[src/bus_pkg.sv]
package bus_pkg;

    // lane width inside a bus word
    localparam int BYTE_WIDTH = 8;

    // word address, the two byte-offset bits are not carried
    typedef logic [29:0] word_addr_t;

    typedef logic [31:0] bus_data_t;

    // one enable per byte lane
    typedef logic [3:0] byte_sel_t;

    // board LEDs and switches share this width
    typedef logic [15:0] led_t;

    // signals driven by a bus master
    typedef struct packed {
        logic       cyc;
        logic       stb;
        logic       we;
        word_addr_t addr;
        bus_data_t  data;
        byte_sel_t  sel;
    } wb_req_t;

    // signals returned to a bus master
    typedef struct packed {
        logic      ack;
        logic      stall;
        logic      err;
        bus_data_t data;
    } wb_rsp_t;

endpackage

[src/memory_map_pkg.sv]
package memory_map_pkg;

    import bus_pkg::*;

    // upper word-address bits that pick one of the large regions
    localparam int REGION_MSB_WIDTH = 9;

    typedef logic [REGION_MSB_WIDTH-1:0] region_t;

    // memory region, word addresses 0x0000000 to 0x01FFFFF
    localparam region_t RAM_REGION = 9'd0;

    // information device occupies the next region
    localparam region_t INFO_REGION = 9'd1;

    // single-word IO devices
    localparam word_addr_t SWITCH_LED_ADDR = 30'h400001;

    // low address bits decoded by the information device
    localparam int INFO_OFFSET_WIDTH = 4;

    typedef enum logic [INFO_OFFSET_WIDTH-1:0] {
        ID          = 4'd0,
        SCRATCH     = 4'd1,
        ERR_ADDR    = 4'd2,
        POWER_COUNT = 4'd3,
        IRQ         = 4'd4
    } info_reg_e;

    // returned by a read of offset ID
    localparam bus_data_t INFO_ID_WORD = 32'h20191028;

endpackage

[src/bus_decoder.sv]
`timescale 1ns/1ps

module bus_decoder
    import bus_pkg::*;
    import memory_map_pkg::*;
(
    input  logic      i_clk,
    input  logic      i_reset,
    input  wb_req_t   i_bus_req,

    // per-slave strobes
    output logic      o_info_stb,
    output logic      o_ram_stb,
    output logic      o_swled_stb,

    // per-slave returns
    input  logic      i_info_ack,
    input  logic      i_ram_ack,
    input  logic      i_swled_ack,
    input  bus_data_t i_info_data,
    input  bus_data_t i_ram_data,
    input  bus_data_t i_swled_data,

    output wb_rsp_t   o_bus_rsp
);

    localparam int ADDR_MSB = $bits(word_addr_t) - 1;

    region_t   region;
    logic      info_sel;
    logic      ram_sel;
    logic      swled_sel;
    logic      none_sel;
    logic      req_valid;
    logic      ack_q;
    logic      err_q;
    bus_data_t data_q;

    assign region    = i_bus_req.addr[ADDR_MSB -: REGION_MSB_WIDTH];
    assign req_valid = i_bus_req.cyc && i_bus_req.stb;

    assign ram_sel   = (region == RAM_REGION);
    assign info_sel  = (region == INFO_REGION);
    assign swled_sel = (i_bus_req.addr == SWITCH_LED_ADDR);
    assign none_sel  = !ram_sel && !info_sel && !swled_sel;

    assign o_info_stb  = req_valid && info_sel;
    assign o_ram_stb   = req_valid && ram_sel;
    assign o_swled_stb = req_valid && swled_sel;

    // err one cycle after a strobe that hits no device
    always_ff @(posedge i_clk) begin
        if (i_reset) begin
            err_q <= 1'b0;
            ack_q <= 1'b0;
        end else begin
            err_q <= req_valid && none_sel;
            ack_q <= i_info_ack || i_ram_ack || i_swled_ack;
        end
    end

    // info first, then ram, then switch/led
    always_ff @(posedge i_clk) begin
        if (i_info_ack) begin
            data_q <= i_info_data;
        end else if (i_ram_ack) begin
            data_q <= i_ram_data;
        end else if (i_swled_ack) begin
            data_q <= i_swled_data;
        end else begin
            data_q <= '0;
        end
    end

    assign o_bus_rsp.ack   = ack_q;
    // no slave stalls, the arbiter is the only source of stall
    assign o_bus_rsp.stall = 1'b0;
    assign o_bus_rsp.err   = err_q;
    assign o_bus_rsp.data  = data_q;

endmodule

[config.mk]
export PLATFORM = sky130hd
export DESIGN_NAME = bus_decoder
export DESIGN_NICKNAME = d
export VERILOG_FILES = /design/src/bus_pkg.sv /design/src/memory_map_pkg.sv /design/src/bus_decoder.sv
export SDC_FILE = /design/constraint.sdc
export NUM_CORES = 1
export LEC_CHECK = 0
export BUFFER_PORTS_ARGS = -buffer_cell sky130_fd_sc_hd__buf_2
export CORE_MARGIN = 8
export CORE_UTILIZATION = 30
export CTS_CLUSTER_SIZE = 14
export DETAILED_ROUTE_END_ITERATION = 8
export MAX_ROUTING_LAYER = met4
export PLACE_DENSITY = 0.79
export REMOVE_ABC_BUFFERS = 1
export SLEW_MARGIN = 20
export SYNTH_ARGS = -nofsm -noshare
export SYNTH_HDL_FRONTEND = slang
export SYNTH_SLANG_ARGS = --single-unit
[constraint.sdc]
create_clock -name i_clk -period 4.4 [get_ports i_clk]
set_clock_uncertainty 0.1 [all_clocks]
set_input_delay 0.66 -clock i_clk [delete_from_list [all_inputs] [get_ports i_clk]]
set_output_delay 0.66 -clock i_clk [all_outputs]
set_load 0.02 [all_outputs]
# After elaboration in Yosys (flattened, before gate mapping)

Index checks and enable logic that the tools add are counted.
W data, S select, Z words.

Word-level logic and storage cells: 21
Output and inout bits: 38
Bits in writable memories: 0
Register bits: 34
Bits in latches: 0
Memories kept: 0
Bits in read-only memories: 0

Div/mod/pow operators: 0
Shift-type cells: 0
Multipliers: 0
Bitwise logic cells: 0
Order comparisons: 0
Eq/ne operators: 2
$add $sub $neg: 0
Reduce and logical (&&, ||, !) cells: 13
Muxes and demuxes: 3

Operators by type and width:

| cell                   | number |
|---|---|
| $mux W32               | 3 |
| $eq A30 B23 Y1 const B | 1 |
| $eq A9 B1 Y1 const B   | 1 |
| $logic_not A9 Y1       | 1 |
| $logic_and A1 B1 Y1    | 7 |
| $logic_not A1 Y1       | 3 |
| $logic_or A1 B1 Y1     | 2 |

# Depth between registers and ports, before layout

Gate-level depths: netlist of run 1.

Word-level depth: 5
Gate-level depth with buffers: 5

# Worst setup path after synthesis of run 1

Ideal clock, no wire load.

Kind: input-to-output
Start: in i_bus_req[62] (netlist bit)
End: out o_swled_stb
Arrival time: 2,231 ps
Slack: 1,409 ps
Cell stages on the path: 3
Buffers on the path: 0
Path through: or4_4 > or4_4 > nor3_1

Longest elaborated chain between the ends: 2

RTL lines:

| element             | line              | text |
|---|---|---|
| start: declaration  | bus_decoder.sv:9  | `input wb_req_t i_bus_req,` |
| $eq A30 B23 Y1      | bus_decoder.sv:44 | `assign swled_sel = (i_bus_req.addr == SWITCH_LED_ADDR);` |
| $logic_and A1 B1 Y1 | bus_decoder.sv:49 | `assign o_swled_stb = req_valid && swled_sel;` |
| end: declaration    | bus_decoder.sv:14 | `output logic o_swled_stb,` |

Every way passes these cells.

# Worst setup path after layout of run 1

Ends and elaborated chain as after synthesis.

==> impl_metrics.json, run 1 <==
{
  "period_needed_ns": 3.00,
  "fmax_mhz": 334,
  "start_util": 0.306,
  "vias_per_cell": 4.70,
  "dieArea_um2": 7220,
  "path_clk_slew_ns": 0.07,
  "ys_seq_elements": 34,
  "cts.sink_count": 34,
  "cts-root-buf": "clkbuf_8",
  "io_pins": 208,
  "peakVddDrop_v": 0.000121,
  "drive_gt1_frac": 0.548,
  "portBuffers": 169,
  "crit_required_ns": 3.64,
  "cts_tree": "built",
  "switching_share": 0.276,
  "cts_resized": 0,
  "synth_cell_types": 22,
  "final_common_cell": "buf_2",
  "wl_per_cell_um": 14.8,
  "worst_pin_slew_ns": 0.959,
  "finalCritPeriodShare": 0.681,
  "drc": 0,
  "coreArea_um2": 4660,
  "grt_pass1_wl_um": 8760,
  "yosys.area.top_type": "dfxtp_1",
  "antenna_found_initial": 0,
  "area_growth_pct": 66.1,
  "gp_congestion": 0.837,
  "synth.area.top_cells": "dfxtp_1 (48%), a22oi_1 (16%), o21ai_0 (9.5%)",
  "power_density_nw_per_um2": 314,
  "critPathArrivalTime_ns": 2.24,
  "syn_avg_cell_area_um2": 8.35,
  "grtUsageTotal": 0.153,
  "critPathMaxFanout": 3,
  "critPathLaunchType": "input port",
  "hold_viol": 0,
  "post-cts-setup-buffer-count": 0,
  "combPwrFrac": 0.232,
  "syn_inst": 171,
  "p_switching_w": 0.000206,
  "grt-ovfl-total": 0,
  "setup.worst_path.start": "i_bus_req[62]",
  "yosysWarnings": 0,
  "status": "finished clean",
  "routed_wl_um": 5710,
  "power_frac_clock": 0.312,
  "grt_max_degree": 66,
  "drv_cap": 0,
  "cp-end-kind": "primary output",
  "rsz0062_at_grt": "false",
  "grt_pass1_vias": 1851,
  "dp.final_hpwl_um": 4530,
  "numCtsBuffers": 5,
  "sequentialPowerShare": 0.456,
  "synth_top_area_frac": 0.477,
  "ctsHoldBuffers": 0,
  "final.setup.tns_ns": 0,
  "dr.pass1.iters": 4,
  "dp_worst_setup_slack_ns": 1.43,
  "slew_headroom": 0.361,
  "ys_seq_area_frac": 0.477,
  "setup_viol": 0,
  "fp.dieH_um": 85.0,
  "setup_slack_ns": 1.40,
  "min_from": "i_reset",
  "layout_common_cells": "buf_2 (169), dfxtp_1 (34), nand2_1 (33), a22oi_1 (31), o21ai_0 (27)",
  "synth_area_um2": 1430,
  "drt_iter0_drc": 118,
  "slew_violations": 0,
  "cts_max_level": 2,
  "clockBufferDepth": 2,
  "fp-row-count": 25,
  "die_w_um": 85.0,
  "intPower_w": 0.000539,
  "path_class": "in2out",
  "finalNetCount": 501,
  "drtAntennaViolNets": 0,
  "power.leakage_nw": 1.25,
  "hp-class": "in2reg",
  "via_count": 1816,
  "diodes": 0
}
registers in the layout (all words and copies together) (netlist names):
signal,cells
ack_q,1
data_q,32
err_q,1
power by group through the flow:
stage          combinational (W)  clock, W  sequential [W]
6_report                0.000173  0.000233        0.000339
5_1_grt                 0.000190  0.000260        0.000341
4_1_cts                 0.000174  0.000245        0.000340
3_5_place_dp            0.000174         0        0.000346
3_3_place_gp            0.000171         0        0.000346
2_1_floorplan          0.0000354         0        0.000382
metrics by stage:
stage                     area [um^2]  utilization  instances  power, W  hold slack, ns
after floorplan                  1350            -        154  0.000417           0.632
after global placement           2280        0.488        378  0.000517           0.737
after detailed placement         2280        0.488        378  0.000520           0.743
after CTS                        2370        0.509        386  0.000759           0.445
after global routing             2370        0.509        386  0.000791           0.449
final                            2370        0.509        386  0.000745           0.456
cells by family (layout without fill, tap and decap cells):
family | count (synthesis) | count (layout) | share of synthesized area
buffers and inverters | 18 | 179 | 0.0552
other | 1 | 1 | 0.00263
DFF | 34 | 34 | 0.477
and+or+nand+nor | 53 | 53 | 0.180
AOI/OAI and AO/OA | 65 | 65 | 0.286
routing by layer:
metal	global-route usage	up-vias	routed length [um]	part of all wire
met3	0.0502	8	494	0.086
met2	0.267	97	2850	0.50
met1	0.154	775	2280	0.40
met5	-	-	0	0
li1	-	936	-	-
met4	0.0615	0	91	0.016
final timing paths:
check          end  cells after the start
min          ack_q                      2
max    o_swled_stb                      5
Yosys cell counts:
master and count:
buf_4 3, or4_4 2, or3_2 1, nor2b_1 1
or4_1 3, nor4_1 2, and3b_1 1, nor3_1 3
o21ai_0 27, nor4bb_1 1, nand4_1 1, o211a_1 1
a22oi_1 31, or3_1 1, clkbuf_1 14, nor2_1 4
conb_1 1, inv_1 1, o21ai_1 5, dfxtp_1 34
nand2_1 33, a21oi_1 1
worst max-delay path: stages:
cell and delay (ns):
buf_2 0.10, or4_4 0.53, or4_4 0.55, nor3_1 0.19
buf_2 0.20
cell type report:
class / instances / area [um^2]
Tap cell: 54 / 67.6
Sequential cell: 34 / 681
Clock buffer: 6 / 82.6
Fill cell: 452 / 2290
Clock inverter: 2 / 12.5
Multi-Input combinational cell: 119 / 671
Timing Repair Buffer: 170 / 853
Inverter: 1 / 3.75
Note: power is estimated with default switching activity, not from simulation.
==> run 2, diff against run 1 <==
--- a/config.mk
+++ b/config.mk
@@ -7,11 +7,11 @@
 export LEC_CHECK = 0
 export BUFFER_PORTS_ARGS = -buffer_cell sky130_fd_sc_hd__buf_2
 export CORE_MARGIN = 8
-export CORE_UTILIZATION = 30
+export CORE_UTILIZATION = 27
 export CTS_CLUSTER_SIZE = 14
 export DETAILED_ROUTE_END_ITERATION = 8
 export MAX_ROUTING_LAYER = met4
-export PLACE_DENSITY = 0.79
+export PLACE_DENSITY = 0.75
 export REMOVE_ABC_BUFFERS = 1
 export SLEW_MARGIN = 20
 export SYNTH_ARGS = -nofsm -noshare
==> constraint.sdc (replaced) <==
create_clock -name i_clk -period 2.4 [get_ports i_clk]
set_clock_uncertainty 0.1 [all_clocks]
set_input_delay 0.36 -clock i_clk [delete_from_list [all_inputs] [get_ports i_clk]]
set_output_delay 0.36 -clock i_clk [all_outputs]
set_load 0.02 [all_outputs]
==> run 2 against run 1 <==
Net effect: first-iteration DRC count decreased by 47%; utilization shrank 3.3 points; clock power up 110%; combinational power up 84%; final cell count is 4.7% higher; setup slack got worse by 1.4 ns; largest cell class unchanged; largest power group unchanged.
==> impl_metrics.json, run 2 (synthesis results as in run 1) <==
{
  "grt_max_degree": 66,
  "worst_pin_slew_ns": 0.601,
  "area_growth_pct": 70.1,
  "cts.sink_count": 34,
  "path_cells": "buf_2, or4_4, or4_4, nor3_2, buf_4",
  "intPower_w": 0.00105,
  "path_clk_slew_ns": 0.07,
  "largestRegisters": "data_q x32, ack_q x1, err_q x1",
  "routed_wl_um": 5640,
  "grt_pass1_wl_um": 8380,
  "grtUsageTotal": 0.137,
  "hold_viol": 0,
  "crit_top_cell": "or4_4",
  "power_density_nw_per_um2": 587,
  "layout_common_cells": "buf_2 (168), dfxtp_1 (34), nand2_1 (33), a22oi_1 (31), o21ai_0 (27)",
  "finalNetCount": 503,
  "regArea_um2": 681,
  "crit_required_ns": 1.94,
  "multi_input_area_um2": 676,
  "sequentialPowerShare": 0.436,
  "coreArea_um2": 5110,
  "drt_iter0_drc": 62,
  "fillers": 519,
  "clockBufferDepth": 2,
  "dp.final_hpwl_um": 4580,
  "portBuffers": 169,
  "design_area_um2": 2430,
  "vias_per_cell": 4.47,
  "worst_hold_slack_ns": 0.159,
  "via_count": 1807,
  "hp-class": "in2reg",
  "grt-ovfl-total": 0,
  "finalCritPeriodShare": 0.978,
  "dr.pass1.iters": 4,
  "antenna_found_initial": 0,
  "rsz0062_at_grt": "false",
  "period_needed_ns": 2.35,
  "power.leakage_nw": 1.27,
  "slew_headroom": 0.597,
  "setup_viol": 0,
  "wl_per_cell_um": 13.9,
  "start_util": 0.280,
  "io_pins": 208,
  "placed_cell_area_um2": 2310,
  "final.setup.tns_ns": 0,
  "critPathArrivalTime_ns": 1.89,
  "gp_congestion": 0.817,
  "peakVddDrop_v": 0.000225,
  "fmax_mhz": 426,
  "drc": 0,
  "final_common_cell": "buf_2",
  "critPathMaxFanout": 3,
  "die_w_um": 88.7,
  "cts_max_level": 2,
  "cp_slowest_cell": "or4_4",
  "drtAntennaViolNets": 0,
  "path_class": "in2out",
  "status": "finished clean",
  "drv_cap": 0,
  "diodes": 0,
  "fp.dieH_um": 88.7,
  "grt_pass1_vias": 1903,
  "drive_gt1_frac": 0.554,
  "numCtsBuffers": 5,
  "cts-root-buf": "clkbuf_8",
  "switching_share": 0.264,
  "regMostFlops": "data_q",
  "p_switching_w": 0.000377,
  "dieArea_um2": 7870,
  "cp-end-kind": "primary output",
  "cpPeakStageDelay_ns": 0.56,
  "combPwrFrac": 0.224,
  "largest_reg_flops": 32,
  "critPathLaunchType": "input port",
  "slew_violations": 0,
  "power_frac_clock": 0.340,
  "post-cts-setup-buffer-count": 0,
  "cts_tree": "built",
  "finish.utilization": 0.476,
  "fp-row-count": 26
}
run 2: changes by cell type in the layout (fill, tap and decap cells not counted):
cell / before / now
nor3_1: 3 / 2
nor3_2: 0 / 1
clkinv_2: 1 / 0
clkinvlp_4: 1 / 0
clkbuf_8: 6 / 8
buf_2: 169 / 168
buf_4: 1 / 4
run 2: final timing paths:
check          start  slack [ns]  cells after the start     endpoint
min          i_reset        0.16                      2        ack_q
max    i_bus_req[62]        0.05                      5  o_swled_stb
run 2: metrics by stage:
stage / power, W / cells / worst slack [ns]
after floorplan: 0.000765 / 154 / 0.00935
after global placement: 0.000949 / 396 / 0.0599
after CTS: 0.00145 / 404 / 0.0345
final: 0.00143 / 404 / 0.0517
after detailed placement: 0.000957 / 396 / 0.0356
after global routing: 0.00151 / 404 / 0.00175
run 2: repair_timing:
item                                    CTS  global route
hold endpoints to repair                  0             0
hold buffers                              0             0
gates resized for setup                   0             2
endpoints found under the setup margin    0             1
run 2: area by class of cell:
| cell class | count | area share |
|---|---|---|
| Sequential cell | 34 | 0.280 |
| Multi-Input combinational cell | 119 | 0.278 |
| Timing Repair Buffer | 172 | 0.359 |
| Tap cell | 70 | 0.0361 |
| Clock buffer | 8 | 0.0453 |
| Inverter | 1 | 0.00155 |
run 2: per-layer routing:
layer,share of wire,global-route usage,routed length (um),vias up
met5,0,-,0,-
met2,0.53,0.248,2970,80
li1,-,-,-,937
met1,0.37,0.140,2110,783
met4,0.013,0.0399,75,0
met3,0.086,0.0362,485,7
run 2: power by group through the flow:
stage               logic [W]  registers [W]  clock network, W
finish               0.000319       0.000622          0.000485
global route         0.000351       0.000627          0.000534
CTS                  0.000322       0.000622          0.000507
detailed placement   0.000322       0.000635                 0
global placement     0.000316       0.000633                 0
floorplan           0.0000649       0.000700                 0
run 2: worst max-delay path, delay by kind of cell:
family / cells / cell delay [ns]
AND/OR/NAND/NOR: 3 / 1.26
buffers and inverters: 2 / 0.26
==> run 3, diff against run 2 <==
--- a/config.mk
+++ b/config.mk
@@ -5,13 +5,14 @@
 export SDC_FILE = /design/constraint.sdc
 export NUM_CORES = 1
 export LEC_CHECK = 0
+export ABC_AREA = 1
 export BUFFER_PORTS_ARGS = -buffer_cell sky130_fd_sc_hd__buf_2
 export CORE_MARGIN = 8
-export CORE_UTILIZATION = 27
+export CORE_UTILIZATION = 30
 export CTS_CLUSTER_SIZE = 14
 export DETAILED_ROUTE_END_ITERATION = 8
 export MAX_ROUTING_LAYER = met4
-export PLACE_DENSITY = 0.75
+export PLACE_DENSITY = 0.71
 export REMOVE_ABC_BUFFERS = 1
 export SLEW_MARGIN = 20
 export SYNTH_ARGS = -nofsm -noshare
==> run 3 against run 2 <==
Net effect: non-clock buffer count is the same; setup slack improved by 0.68 ns; sequential share of layout area fell by 4.4 points; critical endpoint is now o_info_stb; largest power group unchanged.
==> impl_metrics.json, run 3 <==
{
  "status": "finished clean",
  "vias_per_cell": 4.63,
  "yosysWarnings": 0,
  "finish.utilization": 0.452,
  "p_switching_w": 0.000446,
  "async_flop_share": 0,
  "min_to": "ack_q",
  "drc": 0,
  "path_cells": "buf_2, nor2_1, nand2_1, inv_2, nand3_1, nor3b_2, buf_2",
  "cts_max_level": 2,
  "layout_common_cells": "buf_2 (169), nor2_1 (59), a21oi_1 (35), dfxtp_1 (34)",
  "critPathLaunchType": "input port",
  "crit_required_ns": 1.94,
  "clockBufferDepth": 2,
  "intPower_w": 0.00110,
  "synth_top_area_frac": 0.341,
  "fmax_mhz": 598,
  "ys_seq_area_frac": 0.341,
  "synth.most_common_cell": "nor2_1",
  "dieArea_um2": 9510,
  "slew_violations": 0,
  "grt_pass1_vias": 2381,
  "path_class": "in2out",
  "drv_cap": 0,
  "gp_congestion": 0.761,
  "via_count": 2234,
  "fp-row-count": 29,
  "combPwrFrac": 0.263,
  "yosys.area.top_type": "dfxtp_1",
  "switching_share": 0.289,
  "ys_seq_elements": 34,
  "antenna_found_initial": 0,
  "dp_worst_setup_slack_ns": 0.712,
  "dp.final_hpwl_um": 5730,
  "grtUsageTotal": 0.144,
  "period_needed_ns": 1.67,
  "sequentialPowerShare": 0.405,
  "grt_pass1_wl_um": 11200,
  "cp-end-kind": "primary output",
  "hold_viol": 0,
  "hold_path_depth": 2,
  "crit_top_cell": "buf_2",
  "drt_iter0_drc": 38,
  "fillers": 657,
  "peakVddDrop_v": 0.000234,
  "instances_no_fill": 482,
  "cts.sink_count": 34,
  "power_density_nw_per_um2": 534,
  "wl_per_cell_um": 14.7,
  "synth.area.top_cells": "dfxtp_1 (34%), nand3_2 (15%), a21oi_2 (13%)",
  "power.leakage_nw": 1.43,
  "dr.pass1.iters": 4,
  "rsz0062_at_grt": "false",
  "io_pins": 208,
  "cp_slowest_cell": "nor3b_2",
  "dp.cells": 474,
  "cts_resized": 0,
  "path_clk_slew_ns": 0.06,
  "setup_viol": 0,
  "setup_slack_ns": 0.728,
  "syn_avg_cell_area_um2": 8.10,
  "cpPeakStageDelay_ns": 0.21,
  "synth_area_um2": 1990,
  "power_frac_clock": 0.332,
  "syn_inst": 246,
  "regMostFlops": "data_q",
  "final_common_cell": "buf_2",
  "diodes": 0,
  "placed_cell_area_um2": 2780,
  "ctsHoldBuffers": 0,
  "design_area_um2": 2890,
  "routed_wl_um": 7080,
  "cts_tree": "built",
  "grt-ovfl-total": 0,
  "multi_input_area_um2": 1060,
  "area_growth_pct": 44.8,
  "hp-class": "in2reg",
  "yosys-top-cells-count": "nor2_1 (59), a21oi_1 (35), dfxtp_1 (34)",
  "largest_reg_flops": 32,
  "drtAntennaViolNets": 0,
  "regArea_um2": 681,
  "critPathArrivalTime_ns": 1.21,
  "fp.dieH_um": 97.5,
  "finalNetCount": 574,
  "min_from": "i_reset",
  "largestRegisters": "data_q x32, ack_q x1, err_q x1",
  "start_util": 0.312,
  "die_w_um": 97.5,
  "portBuffers": 169,
  "post-cts-setup-buffer-count": 0,
  "finalCritPeriodShare": 0.696,
  "drive_gt1_frac": 0.602,
  "cts-root-buf": "clkbuf_8",
  "numCtsBuffers": 5,
  "final.setup.tns_ns": 0,
  "synth_ff_type": "dfxtp_1",
  "grt_max_degree": 34,
  "synth_edf_count": 0,
  "critPathMaxFanout": 3,
  "synth_cell_types": 18,
  "coreArea_um2": 6390
}
[run 3: cell types whose count changed after synthesis, moves of 27 or more]
| cell | delta |
|---|---|
| nor2_1 | +55 |
| a21oi_1 | +34 |
| a22oi_1 | -31 |
| a21oi_2 | +30 |
| nand3_2 | +30 |
| o21ai_0 | -27 |
[run 3: per-layer routing]
metal  vias up  share of wire  GRT usage
met1       994           0.42      0.158
met5         -              0          -
met3         5          0.090     0.0569
met2       115           0.48      0.239
li1       1120              -          -
met4         0         0.0071     0.0361
[run 3: metrics by stage]
step           hold slack [ns]  power (W)
2_1_floorplan            0.329   0.000826
3_3_place_gp             0.441    0.00104
3_5_place_dp             0.440    0.00105
4_1_cts                  0.135    0.00157
5_1_grt                  0.139    0.00164
6_report                 0.149    0.00154
[run 3: worst max path at each step]
stage             startpoint    endpoint  cells past startpoint  slack [ns]
2_1_floorplan  i_bus_req[61]   o_ram_stb                      5        0.79
3_3_place_gp   i_bus_req[61]  o_info_stb                      7        0.71
3_5_place_dp   i_bus_req[62]  o_info_stb                      7        0.71
4_1_cts        i_bus_req[62]  o_info_stb                      7        0.70
5_1_grt        i_bus_req[62]  o_info_stb                      7        0.60
6_report       i_bus_req[61]  o_info_stb                      7        0.73
[run 3: power groups by stage]
stage	Clock [W]	Sequential, W	Combinational, W
global route	0.000565	0.000629	0.000443
finish	0.000512	0.000625	0.000405
global placement	0	0.000637	0.000407
CTS	0.000537	0.000626	0.000412
floorplan	0	0.000705	0.000120
detailed placement	0	0.000639	0.000411
[run 3: critical path, delay by kind of cell]
family,cells,cell delay [ns]
buf+inv,3,0.35
simple gates,4,0.50
[run 3: kinds of logic (layout without fill, tap and decap cells)]
family	count (synthesis)	in the layout	synth area share
AND/OR/NAND/NOR	111	111	0.311
AO/OA/AOI/OAI	65	65	0.220
buffers and inverters	35	194	0.126
flip-flops	34	34	0.341
other	1	1	0.00188
[run 3: layout make-up]
cell class              instances  area share
repair buffers                172       0.305
clock buffers                   7      0.0265
inverters                      14      0.0208
clock inverters                 1      0.0104
well taps                      77      0.0334
flip-flops and latches         34       0.236
multi-input cells             177       0.368
